File: src/hw/mcast_xbar_pkg.sv
package mcast_xbar_pkg;

  // Port counts
  localparam int unsigned NUM_SLV_PORTS = 2;
  localparam int unsigned NUM_MST_PORTS = 4;

  // Payload widths
  localparam int unsigned ADDR_W = 32;
  localparam int unsigned DATA_W = 32;

  typedef logic [ADDR_W-1:0] addr_t;
  typedef logic [DATA_W-1:0] data_t;

  // Set of master ports, one bit per port
  typedef logic [NUM_MST_PORTS-1:0] mst_sel_t;
  // Index of the slave port that owns a write
  typedef logic [$clog2(NUM_SLV_PORTS)-1:0] slv_idx_t;

  // Mask rule, mask bits are free inside the region
  typedef struct packed {
    addr_t addr;
    addr_t mask;
  } addr_rule_t;

  // Fixed address map, one 4 KiB region per master port
  localparam addr_rule_t ADDR_MAP [NUM_MST_PORTS] = '{
    '{addr: 32'h0000_0000, mask: 32'h0000_0fff},
    '{addr: 32'h0000_1000, mask: 32'h0000_0fff},
    '{addr: 32'h0000_2000, mask: 32'h0000_0fff},
    '{addr: 32'h0000_3000, mask: 32'h0000_0fff}
  };

  // Single-beat write request
  // mcast marks the address bits that may differ
  typedef struct packed {
    addr_t addr;
    addr_t mcast;
    data_t data;
  } wr_req_t;

  // Write response code, a larger value is worse
  typedef enum logic [1:0] {
    RESP_OKAY   = 2'd0,
    RESP_SLVERR = 2'd2,
    RESP_DECERR = 2'd3
  } resp_e;

  // Demux FSM
  typedef enum logic [1:0] {
    ST_IDLE,
    ST_ISSUE,
    ST_WAIT_B,
    ST_RESP
  } demux_state_e;

  // Mux FSM
  typedef enum logic [1:0] {
    MX_IDLE,
    MX_OUT,
    MX_WAIT_B
  } mux_state_e;

endpackage
File: src/hw/mcast_xbar.sv
module mcast_xbar (
  input  logic                                                      clk_i,
  input  logic                                                      rst_n_i,
  // Slave ports
  input  logic [mcast_xbar_pkg::NUM_SLV_PORTS-1:0]                  slv_req_valid_i,
  output logic [mcast_xbar_pkg::NUM_SLV_PORTS-1:0]                  slv_req_ready_o,
  input  mcast_xbar_pkg::wr_req_t [mcast_xbar_pkg::NUM_SLV_PORTS-1:0] slv_req_i,
  output logic [mcast_xbar_pkg::NUM_SLV_PORTS-1:0]                  slv_b_valid_o,
  output mcast_xbar_pkg::resp_e [mcast_xbar_pkg::NUM_SLV_PORTS-1:0] slv_b_resp_o,
  input  logic [mcast_xbar_pkg::NUM_SLV_PORTS-1:0]                  slv_b_ready_i,
  // Master ports
  output logic [mcast_xbar_pkg::NUM_MST_PORTS-1:0]                  mst_req_valid_o,
  output mcast_xbar_pkg::wr_req_t [mcast_xbar_pkg::NUM_MST_PORTS-1:0] mst_req_o,
  input  logic [mcast_xbar_pkg::NUM_MST_PORTS-1:0]                  mst_req_ready_i,
  input  logic [mcast_xbar_pkg::NUM_MST_PORTS-1:0]                  mst_b_valid_i,
  input  mcast_xbar_pkg::resp_e [mcast_xbar_pkg::NUM_MST_PORTS-1:0] mst_b_resp_i,
  output logic [mcast_xbar_pkg::NUM_MST_PORTS-1:0]                  mst_b_ready_o
);

  localparam int unsigned NS = mcast_xbar_pkg::NUM_SLV_PORTS;
  localparam int unsigned NM = mcast_xbar_pkg::NUM_MST_PORTS;

  // Demux side, indexed [slave][master]
  mcast_xbar_pkg::mst_sel_t [NS-1:0]                   dmx_valid;
  mcast_xbar_pkg::mst_sel_t [NS-1:0]                   dmx_grant;
  mcast_xbar_pkg::mst_sel_t [NS-1:0]                   dmx_b_valid;
  mcast_xbar_pkg::mst_sel_t [NS-1:0]                   dmx_b_ready;
  mcast_xbar_pkg::resp_e    [NS-1:0][NM-1:0]           dmx_b_resp;
  mcast_xbar_pkg::wr_req_t  [NS-1:0]                   dmx_req;
  logic                     [NS-1:0]                   dmx_commit;

  // Mux side, indexed [master][slave]
  logic                     [NM-1:0][NS-1:0]           mux_valid;
  logic                     [NM-1:0][NS-1:0]           mux_grant;
  logic                     [NM-1:0][NS-1:0]           mux_commit;
  logic                     [NM-1:0][NS-1:0]           mux_b_valid;
  logic                     [NM-1:0][NS-1:0]           mux_b_ready;
  mcast_xbar_pkg::resp_e    [NM-1:0]                   mux_b_resp;

  for (genvar s = 0; s < NS; s++) begin : gen_slv_demux
    mcast_demux i_demux (
      .clk_i,
      .rst_n_i,
      .slv_req_valid_i (slv_req_valid_i[s]),
      .slv_req_ready_o (slv_req_ready_o[s]),
      .slv_req_i       (slv_req_i[s]),
      .slv_b_valid_o   (slv_b_valid_o[s]),
      .slv_b_resp_o    (slv_b_resp_o[s]),
      .slv_b_ready_i   (slv_b_ready_i[s]),
      .mst_valid_o     (dmx_valid[s]),
      .mst_req_o       (dmx_req[s]),
      .mst_grant_i     (dmx_grant[s]),
      .commit_o        (dmx_commit[s]),
      .mst_b_valid_i   (dmx_b_valid[s]),
      .mst_b_resp_i    (dmx_b_resp[s]),
      .mst_b_ready_o   (dmx_b_ready[s])
    );
  end

  // Transpose between the two sides
  for (genvar s = 0; s < NS; s++) begin : gen_cross_slv
    for (genvar m = 0; m < NM; m++) begin : gen_cross_mst
      assign mux_valid[m][s]   = dmx_valid[s][m];
      assign dmx_grant[s][m]   = mux_grant[m][s];
      // Commit is shared by all targets of a demux
      assign mux_commit[m][s]  = dmx_commit[s];
      assign dmx_b_valid[s][m] = mux_b_valid[m][s];
      assign dmx_b_resp[s][m]  = mux_b_resp[m];
      assign mux_b_ready[m][s] = dmx_b_ready[s][m];
    end
  end

  for (genvar m = 0; m < NM; m++) begin : gen_mst_mux
    mcast_mux i_mux (
      .clk_i,
      .rst_n_i,
      .slv_valid_i     (mux_valid[m]),
      .slv_req_i       (dmx_req),
      .slv_commit_i    (mux_commit[m]),
      .grant_o         (mux_grant[m]),
      .slv_b_valid_o   (mux_b_valid[m]),
      .slv_b_resp_o    (mux_b_resp[m]),
      .slv_b_ready_i   (mux_b_ready[m]),
      .mst_req_valid_o (mst_req_valid_o[m]),
      .mst_req_o       (mst_req_o[m]),
      .mst_req_ready_i (mst_req_ready_i[m]),
      .mst_b_valid_i   (mst_b_valid_i[m]),
      .mst_b_resp_i    (mst_b_resp_i[m]),
      .mst_b_ready_o   (mst_b_ready_o[m])
    );
  end

endmodule

File: src/hw/mcast_mux.sv
module mcast_mux (
  input  logic                                                      clk_i,
  input  logic                                                      rst_n_i,
  // Requests from the demuxes
  input  logic [mcast_xbar_pkg::NUM_SLV_PORTS-1:0]                  slv_valid_i,
  input  mcast_xbar_pkg::wr_req_t [mcast_xbar_pkg::NUM_SLV_PORTS-1:0] slv_req_i,
  input  logic [mcast_xbar_pkg::NUM_SLV_PORTS-1:0]                  slv_commit_i,
  output logic [mcast_xbar_pkg::NUM_SLV_PORTS-1:0]                  grant_o,
  // Responses back to the demuxes
  output logic [mcast_xbar_pkg::NUM_SLV_PORTS-1:0]                  slv_b_valid_o,
  output mcast_xbar_pkg::resp_e                                     slv_b_resp_o,
  input  logic [mcast_xbar_pkg::NUM_SLV_PORTS-1:0]                  slv_b_ready_i,
  // Master port
  output logic                                                      mst_req_valid_o,
  output mcast_xbar_pkg::wr_req_t                                   mst_req_o,
  input  logic                                                      mst_req_ready_i,
  input  logic                                                      mst_b_valid_i,
  input  mcast_xbar_pkg::resp_e                                     mst_b_resp_i,
  output logic                                                      mst_b_ready_o
);

  mcast_xbar_pkg::mux_state_e state_q, state_d;
  // Output register and owner of the write
  mcast_xbar_pkg::wr_req_t    req_q;
  mcast_xbar_pkg::slv_idx_t   idx_q;
  mcast_xbar_pkg::slv_idx_t   win_idx;
  logic                       load;

  // Fixed priority, lowest slave port first, same order in every mux
  always_comb begin : grant_arb
    logic taken;
    taken   = 1'b0;
    grant_o = '0;
    if (state_q == mcast_xbar_pkg::MX_IDLE) begin
      for (int unsigned s = 0; s < mcast_xbar_pkg::NUM_SLV_PORTS; s++) begin
        if (slv_valid_i[s] && !taken) begin
          grant_o[s] = 1'b1;
          taken      = 1'b1;
        end
      end
    end
  end

  // Load only when the granted demux commits all its targets
  always_comb begin
    win_idx = '0;
    load    = 1'b0;
    for (int unsigned s = 0; s < mcast_xbar_pkg::NUM_SLV_PORTS; s++) begin
      if (grant_o[s] && slv_commit_i[s]) begin
        win_idx = mcast_xbar_pkg::slv_idx_t'(s);
        load    = 1'b1;
      end
    end
  end

  assign mst_req_valid_o = (state_q == mcast_xbar_pkg::MX_OUT);
  assign mst_req_o       = req_q;

  // Response passes straight through to the recorded port
  assign mst_b_ready_o = (state_q == mcast_xbar_pkg::MX_WAIT_B) && slv_b_ready_i[idx_q];
  assign slv_b_resp_o  = mst_b_resp_i;

  always_comb begin
    for (int unsigned s = 0; s < mcast_xbar_pkg::NUM_SLV_PORTS; s++) begin
      slv_b_valid_o[s] = (state_q == mcast_xbar_pkg::MX_WAIT_B) && mst_b_valid_i &&
                         (idx_q == mcast_xbar_pkg::slv_idx_t'(s));
    end
  end

  always_comb begin
    state_d = state_q;
    case (state_q)
      mcast_xbar_pkg::MX_IDLE: begin
        if (load) begin
          state_d = mcast_xbar_pkg::MX_OUT;
        end
      end
      // Hold the payload until the target takes it
      mcast_xbar_pkg::MX_OUT: begin
        if (mst_req_ready_i) begin
          state_d = mcast_xbar_pkg::MX_WAIT_B;
        end
      end
      mcast_xbar_pkg::MX_WAIT_B: begin
        if (mst_b_valid_i && mst_b_ready_o) begin
          state_d = mcast_xbar_pkg::MX_IDLE;
        end
      end
      default: state_d = mcast_xbar_pkg::MX_IDLE;
    endcase
  end

  always_ff @(posedge clk_i or negedge rst_n_i) begin
    if (!rst_n_i) begin
      state_q <= mcast_xbar_pkg::MX_IDLE;
    end else begin
      state_q <= state_d;
    end
  end

  // Payload and owner index
  always_ff @(posedge clk_i) begin
    if (load) begin
      req_q <= slv_req_i[win_idx];
      idx_q <= win_idx;
    end
  end

endmodule

File: src/hw/mcast_demux.sv
module mcast_demux (
  input  logic                     clk_i,
  input  logic                     rst_n_i,
  // Slave port request channel
  input  logic                     slv_req_valid_i,
  output logic                     slv_req_ready_o,
  input  mcast_xbar_pkg::wr_req_t  slv_req_i,
  // Slave port response channel
  output logic                     slv_b_valid_o,
  output mcast_xbar_pkg::resp_e    slv_b_resp_o,
  input  logic                     slv_b_ready_i,
  // Requests towards the muxes
  output mcast_xbar_pkg::mst_sel_t mst_valid_o,
  output mcast_xbar_pkg::wr_req_t  mst_req_o,
  input  mcast_xbar_pkg::mst_sel_t mst_grant_i,
  output logic                     commit_o,
  // Responses from the muxes
  input  mcast_xbar_pkg::mst_sel_t mst_b_valid_i,
  input  mcast_xbar_pkg::resp_e [mcast_xbar_pkg::NUM_MST_PORTS-1:0] mst_b_resp_i,
  output mcast_xbar_pkg::mst_sel_t mst_b_ready_o
);

  mcast_xbar_pkg::demux_state_e state_q, state_d;
  // Accepted write
  mcast_xbar_pkg::wr_req_t      req_q;
  // Decoded target set of the incoming request
  mcast_xbar_pkg::mst_sel_t     dec_sel;
  // Target set, bits drop as responses come back
  mcast_xbar_pkg::mst_sel_t     pend_q, pend_d;
  // Joined response so far
  mcast_xbar_pkg::resp_e        resp_q, resp_d;
  mcast_xbar_pkg::mst_sel_t     b_take;
  logic                         req_hs;
  logic                         all_grant;

  mcast_addr_decode i_addr_decode (
    .addr_i  (slv_req_i.addr),
    .mcast_i (slv_req_i.mcast),
    .sel_o   (dec_sel)
  );

  // Only one write in flight per slave port
  assign slv_req_ready_o = (state_q == mcast_xbar_pkg::ST_IDLE);
  assign req_hs          = slv_req_valid_i & slv_req_ready_o;

  // Ask every target at once
  assign mst_valid_o = (state_q == mcast_xbar_pkg::ST_ISSUE) ? pend_q : '0;
  assign mst_req_o   = req_q;

  // All-or-nothing commit, every target must grant in the same cycle
  assign all_grant = ((mst_grant_i & pend_q) == pend_q);
  assign commit_o  = (state_q == mcast_xbar_pkg::ST_ISSUE) && all_grant;

  // Accept responses from targets still outstanding
  assign mst_b_ready_o = (state_q == mcast_xbar_pkg::ST_WAIT_B) ? pend_q : '0;
  assign b_take        = mst_b_valid_i & mst_b_ready_o;

  assign slv_b_valid_o = (state_q == mcast_xbar_pkg::ST_RESP);
  assign slv_b_resp_o  = resp_q;

  always_comb begin
    state_d = state_q;
    pend_d  = pend_q;
    resp_d  = resp_q;
    case (state_q)
      mcast_xbar_pkg::ST_IDLE: begin
        if (req_hs) begin
          pend_d = dec_sel;
          if (dec_sel == '0) begin
            // No region hit, answer directly
            resp_d  = mcast_xbar_pkg::RESP_DECERR;
            state_d = mcast_xbar_pkg::ST_RESP;
          end else begin
            resp_d  = mcast_xbar_pkg::RESP_OKAY;
            state_d = mcast_xbar_pkg::ST_ISSUE;
          end
        end
      end
      mcast_xbar_pkg::ST_ISSUE: begin
        if (all_grant) begin
          state_d = mcast_xbar_pkg::ST_WAIT_B;
        end
      end
      mcast_xbar_pkg::ST_WAIT_B: begin
        // Responses arrive in any order, keep the worst code
        for (int unsigned m = 0; m < mcast_xbar_pkg::NUM_MST_PORTS; m++) begin
          if (b_take[m]) begin
            pend_d[m] = 1'b0;
            if (mst_b_resp_i[m] > resp_d) begin
              resp_d = mst_b_resp_i[m];
            end
          end
        end
        if (pend_d == '0) begin
          state_d = mcast_xbar_pkg::ST_RESP;
        end
      end
      mcast_xbar_pkg::ST_RESP: begin
        if (slv_b_ready_i) begin
          state_d = mcast_xbar_pkg::ST_IDLE;
        end
      end
      default: state_d = mcast_xbar_pkg::ST_IDLE;
    endcase
  end

  always_ff @(posedge clk_i or negedge rst_n_i) begin
    if (!rst_n_i) begin
      state_q <= mcast_xbar_pkg::ST_IDLE;
      pend_q  <= '0;
      resp_q  <= mcast_xbar_pkg::RESP_OKAY;
    end else begin
      state_q <= state_d;
      pend_q  <= pend_d;
      resp_q  <= resp_d;
    end
  end

  // Payload register
  always_ff @(posedge clk_i) begin
    if (req_hs) begin
      req_q <= slv_req_i;
    end
  end

endmodule

File: src/hw/mcast_addr_decode.sv
module mcast_addr_decode (
  // Request address
  input  mcast_xbar_pkg::addr_t    addr_i,
  // Address bits that may take any value
  input  mcast_xbar_pkg::addr_t    mcast_i,
  // Every master port whose region is hit
  output mcast_xbar_pkg::mst_sel_t sel_o
);

  // One comparator per rule
  for (genvar j = 0; j < mcast_xbar_pkg::NUM_MST_PORTS; j++) begin : gen_rule
    // Bits that must equal the rule base
    mcast_xbar_pkg::addr_t care;
    // Bits where address and base disagree
    mcast_xbar_pkg::addr_t diff;

    // Region bits and multicast bits are both don't-care
    assign care = ~(mcast_xbar_pkg::ADDR_MAP[j].mask | mcast_i);
    assign diff = addr_i ^ mcast_xbar_pkg::ADDR_MAP[j].addr;

    // Hit when no cared-for bit differs
    assign sel_o[j] = ((diff & care) == '0);
  end

  // A unicast has mcast_i at zero and hits one region at most
  // A multicast can hit several, an empty set means decode error

endmodule

File: config.mk
export PLATFORM = sky130hd
export DESIGN_NAME = mcast_xbar
export DESIGN_NICKNAME = d
export VERILOG_FILES = /design/src/hw/mcast_xbar_pkg.sv /design/src/hw/mcast_xbar.sv /design/src/hw/mcast_mux.sv /design/src/hw/mcast_demux.sv /design/src/hw/mcast_addr_decode.sv
export SDC_FILE = /design/constraint.sdc
export NUM_CORES = 1
export LEC_CHECK = 0
export BUFFER_PORTS_ARGS = -buffer_cell sky130_fd_sc_hd__buf_4
export CAP_MARGIN = 20
export CORE_MARGIN = 8
export CORE_UTILIZATION = 40
export DETAILED_ROUTE_END_ITERATION = 12
export PLACE_DENSITY = 0.62
export REMOVE_ABC_BUFFERS = 1
export SLEW_MARGIN = 10
export SYNTH_ARGS = -nofsm -noshare
export SYNTH_HDL_FRONTEND = slang
export SYNTH_SLANG_ARGS = --single-unit
export TNS_END_PERCENT = 50
File: constraint.sdc
create_clock -name clk_i -period 5.8 [get_ports clk_i]
set_input_delay 1.16 -clock clk_i [delete_from_list [all_inputs] [get_ports clk_i]]
set_output_delay 1.16 -clock clk_i [all_outputs]
set_load 0.005 [all_outputs]
==> flow_summary.ini <==
[status]
status = finished clean

[detailed_routing]
wl_um = 83400
drc = 0
drt_iter0_drc = 1366
ant_nets = 0
first_pass_iters = 5
num_vias = 15100
wl_per_cell_um = 28.6
via_per_inst = 5.18

[global_routing]
grt_pass1_wl_um = 116000
grt_antenna_before_repair = 10
grt_pass1_vias = 15600
grt_max_degree = 85
grt_util_all_layers = 0.226
grt_overflow_total = 0

[setup_path]
cp.required_ns = 6.26
arrival_ns = 5.61
r2r_start = gen_slv_demux[0].i_demux.state_q[0]$_DFFE_PN0P_
endpoint_kind = register
max_stage_delay_ns = 0.47
crit_path_max_fanout = 5
path_class = reg -> reg
crit_path_start_kind = register
crit_path_top_delay_cell = a2111oi_0
rrSetupSlack_ns = 0.65
rr_worst_depth = 22
critPathMostFrequentCell = ha_1
r2r-end = gen_slv_demux[0].i_demux.slv_b_resp_o[0]$_DFFE_PN0P_
path_cells = inv_1 -> ha_1 -> nor2b_1 -> nand4_1 -> o21a_1 -> or2_2 -> ha_1 -> o21ba_2 -> a2111oi_0 -> nand2_1 -> o31a_1 -> ha_1 -> a2111oi_0 -> nand2b_1 -> nand2_1 -> ha_1 -> nor2_1 -> nor2_1 -> a211o_1 -> mux2i_1 -> a222oi_1 -> o21ai_1

[timing]
finalSetupViolCount = 0
min_period_over_period = 0.889
fin_crit_ns = 5.15
maxSlewViolCount = 0
postLayoutSetupSlackWorst_ns = 0.646
tightestPinTransition_ns = 0.997
slew_headroom = 0.335
finClkSkew_ns = 0.0222
hold_viol_final = 0
max_freq_mhz = 194
hold_slack_ns = 0.479
grt_setup_unrepaired = false
tns_ns = 0

[cts]
htreeDepth = 3
clk_latency_ns = 0.60
clk_pin_slew_ns = 0.06
cts-buffers-inserted = 67
cts_hold_buf = 0
clock_path_buffers = 3
cts.repair.resized = 0
postCtsSetupBuffers = 0
cts_tree = yes
root_buffer = clkbuf_16
numClockSinks = 604

[pwr]
p_leak_nw = 12.1
netSwitchingFraction = 0.270
p_int_mw = 8.88
seqPwrFrac = 0.478
p_clk_frac = 0.338
ir_drop_uv = 212
power.density_mw_per_mm2 = 373
switching_power_mw = 3.28
total_power_mw = 12.2
p_comb_frac = 0.184

[floorplan]
io_pins = 614
rows = 91
start_util = 0.405
fp.dieH_um = 266
core_sq_mm = 0.0618
die-area_sq_mm = 0.0708
die_x_um = 266

[logic_synthesis]
yosys.area.top_type_share = 0.696
synth-edff-count = 580
async_flop_share = 0.0397
ys_types = 63
ys_seq_area_frac = 0.720
netlist_area_sq_mm = 0.0250
ys.warnings.count = 0
synth_ff_type = edfxtp_1
synth_area_leaders = edfxtp_1, mux2_2, dfrtp_1, mux2_1, ha_1
synth_cells = 1372
synth_top_area_cell = edfxtp_1
syn_area_per_cell_sq_um = 18.2
ys_ff_latch = 604

[finish]
regArea_sq_mm = 0.0180
layout-drive-gt1-share = 0.533
fin_area_sq_mm = 0.0326
layout_commonest_cell = buf_4
finalNetCount = 2262
area_growth_pct = 30.1
multi_input_area_sq_mm = 0.00634
layout_common_cells = buf_4, edfxtp_1, mux2_2, clkbuf_16, inv_1
fillers = 5090

[placement]
place.port_buffers = 613
place_ws_ns = 0.202
place_area_sq_mm = 0.0304
gp_congestion = 0.874
dp_hpwl_um = 58400

[run]
cap_violations = 0

[min_path]
hp-class = in -> async
==> cells by family after synthesis <==
family,count (synthesis),synth area share
flip-flops,604,0.720
adder cells (fa/ha/maj),32,0.0160
multiplexers,394,0.177
AND/OR/NAND/NOR,120,0.0274
buffers and inverters,118,0.0280
AO/OA/AOI/OAI,104,0.0314
==> per-stage QoR <==
| step | util | instances |
|---|---|---|
| after detailed placement | 0.492 | 2784 |
| after global routing | 0.527 | 2915 |
| after floorplan | - | 1313 |
| after global placement | 0.492 | 2783 |
| after CTS | 0.526 | 2907 |
| final | 0.527 | 2915 |
==> registers in the layout (all words and copies together), names as in the netlist <==
name and cells:
gen_mst_mux.i_mux.mst_req_o 384, gen_slv_demux.i_demux.mst_req_o 192, gen_mst_mux.i_mux.state_q 8, gen_slv_demux.i_demux.pend_q 8, gen_mst_mux.i_mux.idx_q 4, gen_slv_demux.i_demux.slv_b_resp_o 4
gen_slv_demux.i_demux.state_q 4
==> area by class of cell <==
cell class                      count  area share
Clock inverter                     36     0.00876
Antenna cell                        8    0.000615
Multi-Input combinational cell    650       0.195
Inverter                           59     0.00688
Timing Repair Buffer              634       0.148
Tap cell                          837      0.0322
Sequential cell                   604       0.553
Clock buffer                       87      0.0558
==> Yosys cell counts, types with 3 or more instances <==
cell       number
buf_12          4
a32oi_1         3
a31oi_1         8
o21ai_0         7
a211oi_2        3
a21oi_1        15
o21a_1          4
ha_1           32
o21ba_2         4
edfxtp_1      580
nand3_1         8
and4_1          3
buf_6           3
mux2_1         40
mux2i_1         5
buf_2           9
a2111oi_0       6
nor2b_1        24
a21o_1          6
dfrtp_1        24
nand4_1         3
or2_2           5
o21bai_1        4
o2111ai_1       4
inv_1          59
nor3b_1         3
o22ai_1        11
o221ai_1        3
nor2_1         23
o32ai_1         4
nor4_1          3
nand2b_1       10
nand2_1        24
mux2_2        349
buf_4          39
==> critical path: cells and delay by family, from the launching register on <==
family | cells | cell delay, ns
AOI/OAI and AO/OA | 8 | 2.18
and+or+nand+nor | 8 | 1.33
adders and majority gates | 4 | 0.87
DFF | 1 | 0.40
muxes | 1 | 0.13
buffers and inverters | 1 | 0.11
==> worst max-delay path by stage <==
| stage | startpoint | endpoint | slack [ns] | depth (start not counted) |
|---|---|---|---|---|
| 2_1_floorplan | gen_slv_demux[0].i_demux.state_q[1]$_DFFE_PN0P_ | gen_mst_mux[3].i_mux.idx_q$_DFFE_PP_ | -0.90 | 6 |
| 3_3_place_gp | mst_b_resp_i[1] | gen_slv_demux[0].i_demux.slv_b_resp_o[0]$_DFFE_PN0P_ | 0.22 | 23 |
| 3_5_place_dp | mst_b_resp_i[1] | gen_slv_demux[0].i_demux.slv_b_resp_o[0]$_DFFE_PN0P_ | 0.20 | 23 |
| 4_1_cts | gen_slv_demux[0].i_demux.state_q[0]$_DFFE_PN0P_ | gen_slv_demux[0].i_demux.slv_b_resp_o[0]$_DFFE_PN0P_ | 0.64 | 22 |
| 5_1_grt | gen_slv_demux[0].i_demux.state_q[0]$_DFFE_PN0P_ | gen_slv_demux[0].i_demux.slv_b_resp_o[0]$_DFFE_PN0P_ | 0.33 | 22 |
| 6_report | gen_slv_demux[0].i_demux.state_q[0]$_DFFE_PN0P_ | gen_slv_demux[0].i_demux.slv_b_resp_o[0]$_DFFE_PN0P_ | 0.65 | 22 |
==> power groups by stage <==
stage | Clock [mW] | Combinational (mW) | Sequential (mW)
floorplan | 0 | 1.23 | 5.85
global placement | 0 | 2.23 | 5.88
detailed placement | 0 | 2.26 | 5.90
CTS | 4.19 | 2.27 | 5.82
global route | 4.35 | 2.40 | 5.87
finish | 4.11 | 2.23 | 5.82
==> metal layers <==
| layer | vias to the layer above | wire [um] | global-route usage | share of wire |
|---|---|---|---|---|
| met5 | - | 21 | 0 | 0.00025 |
| met4 | 4 | 2800 | 0.0819 | 0.034 |
| met3 | 132 | 6760 | 0.0690 | 0.081 |
| met2 | 625 | 41100 | 0.379 | 0.49 |
| met1 | 7704 | 32700 | 0.275 | 0.39 |
| li1 | 6637 | - | - | - |
Power figures use the tool's default switching activity.
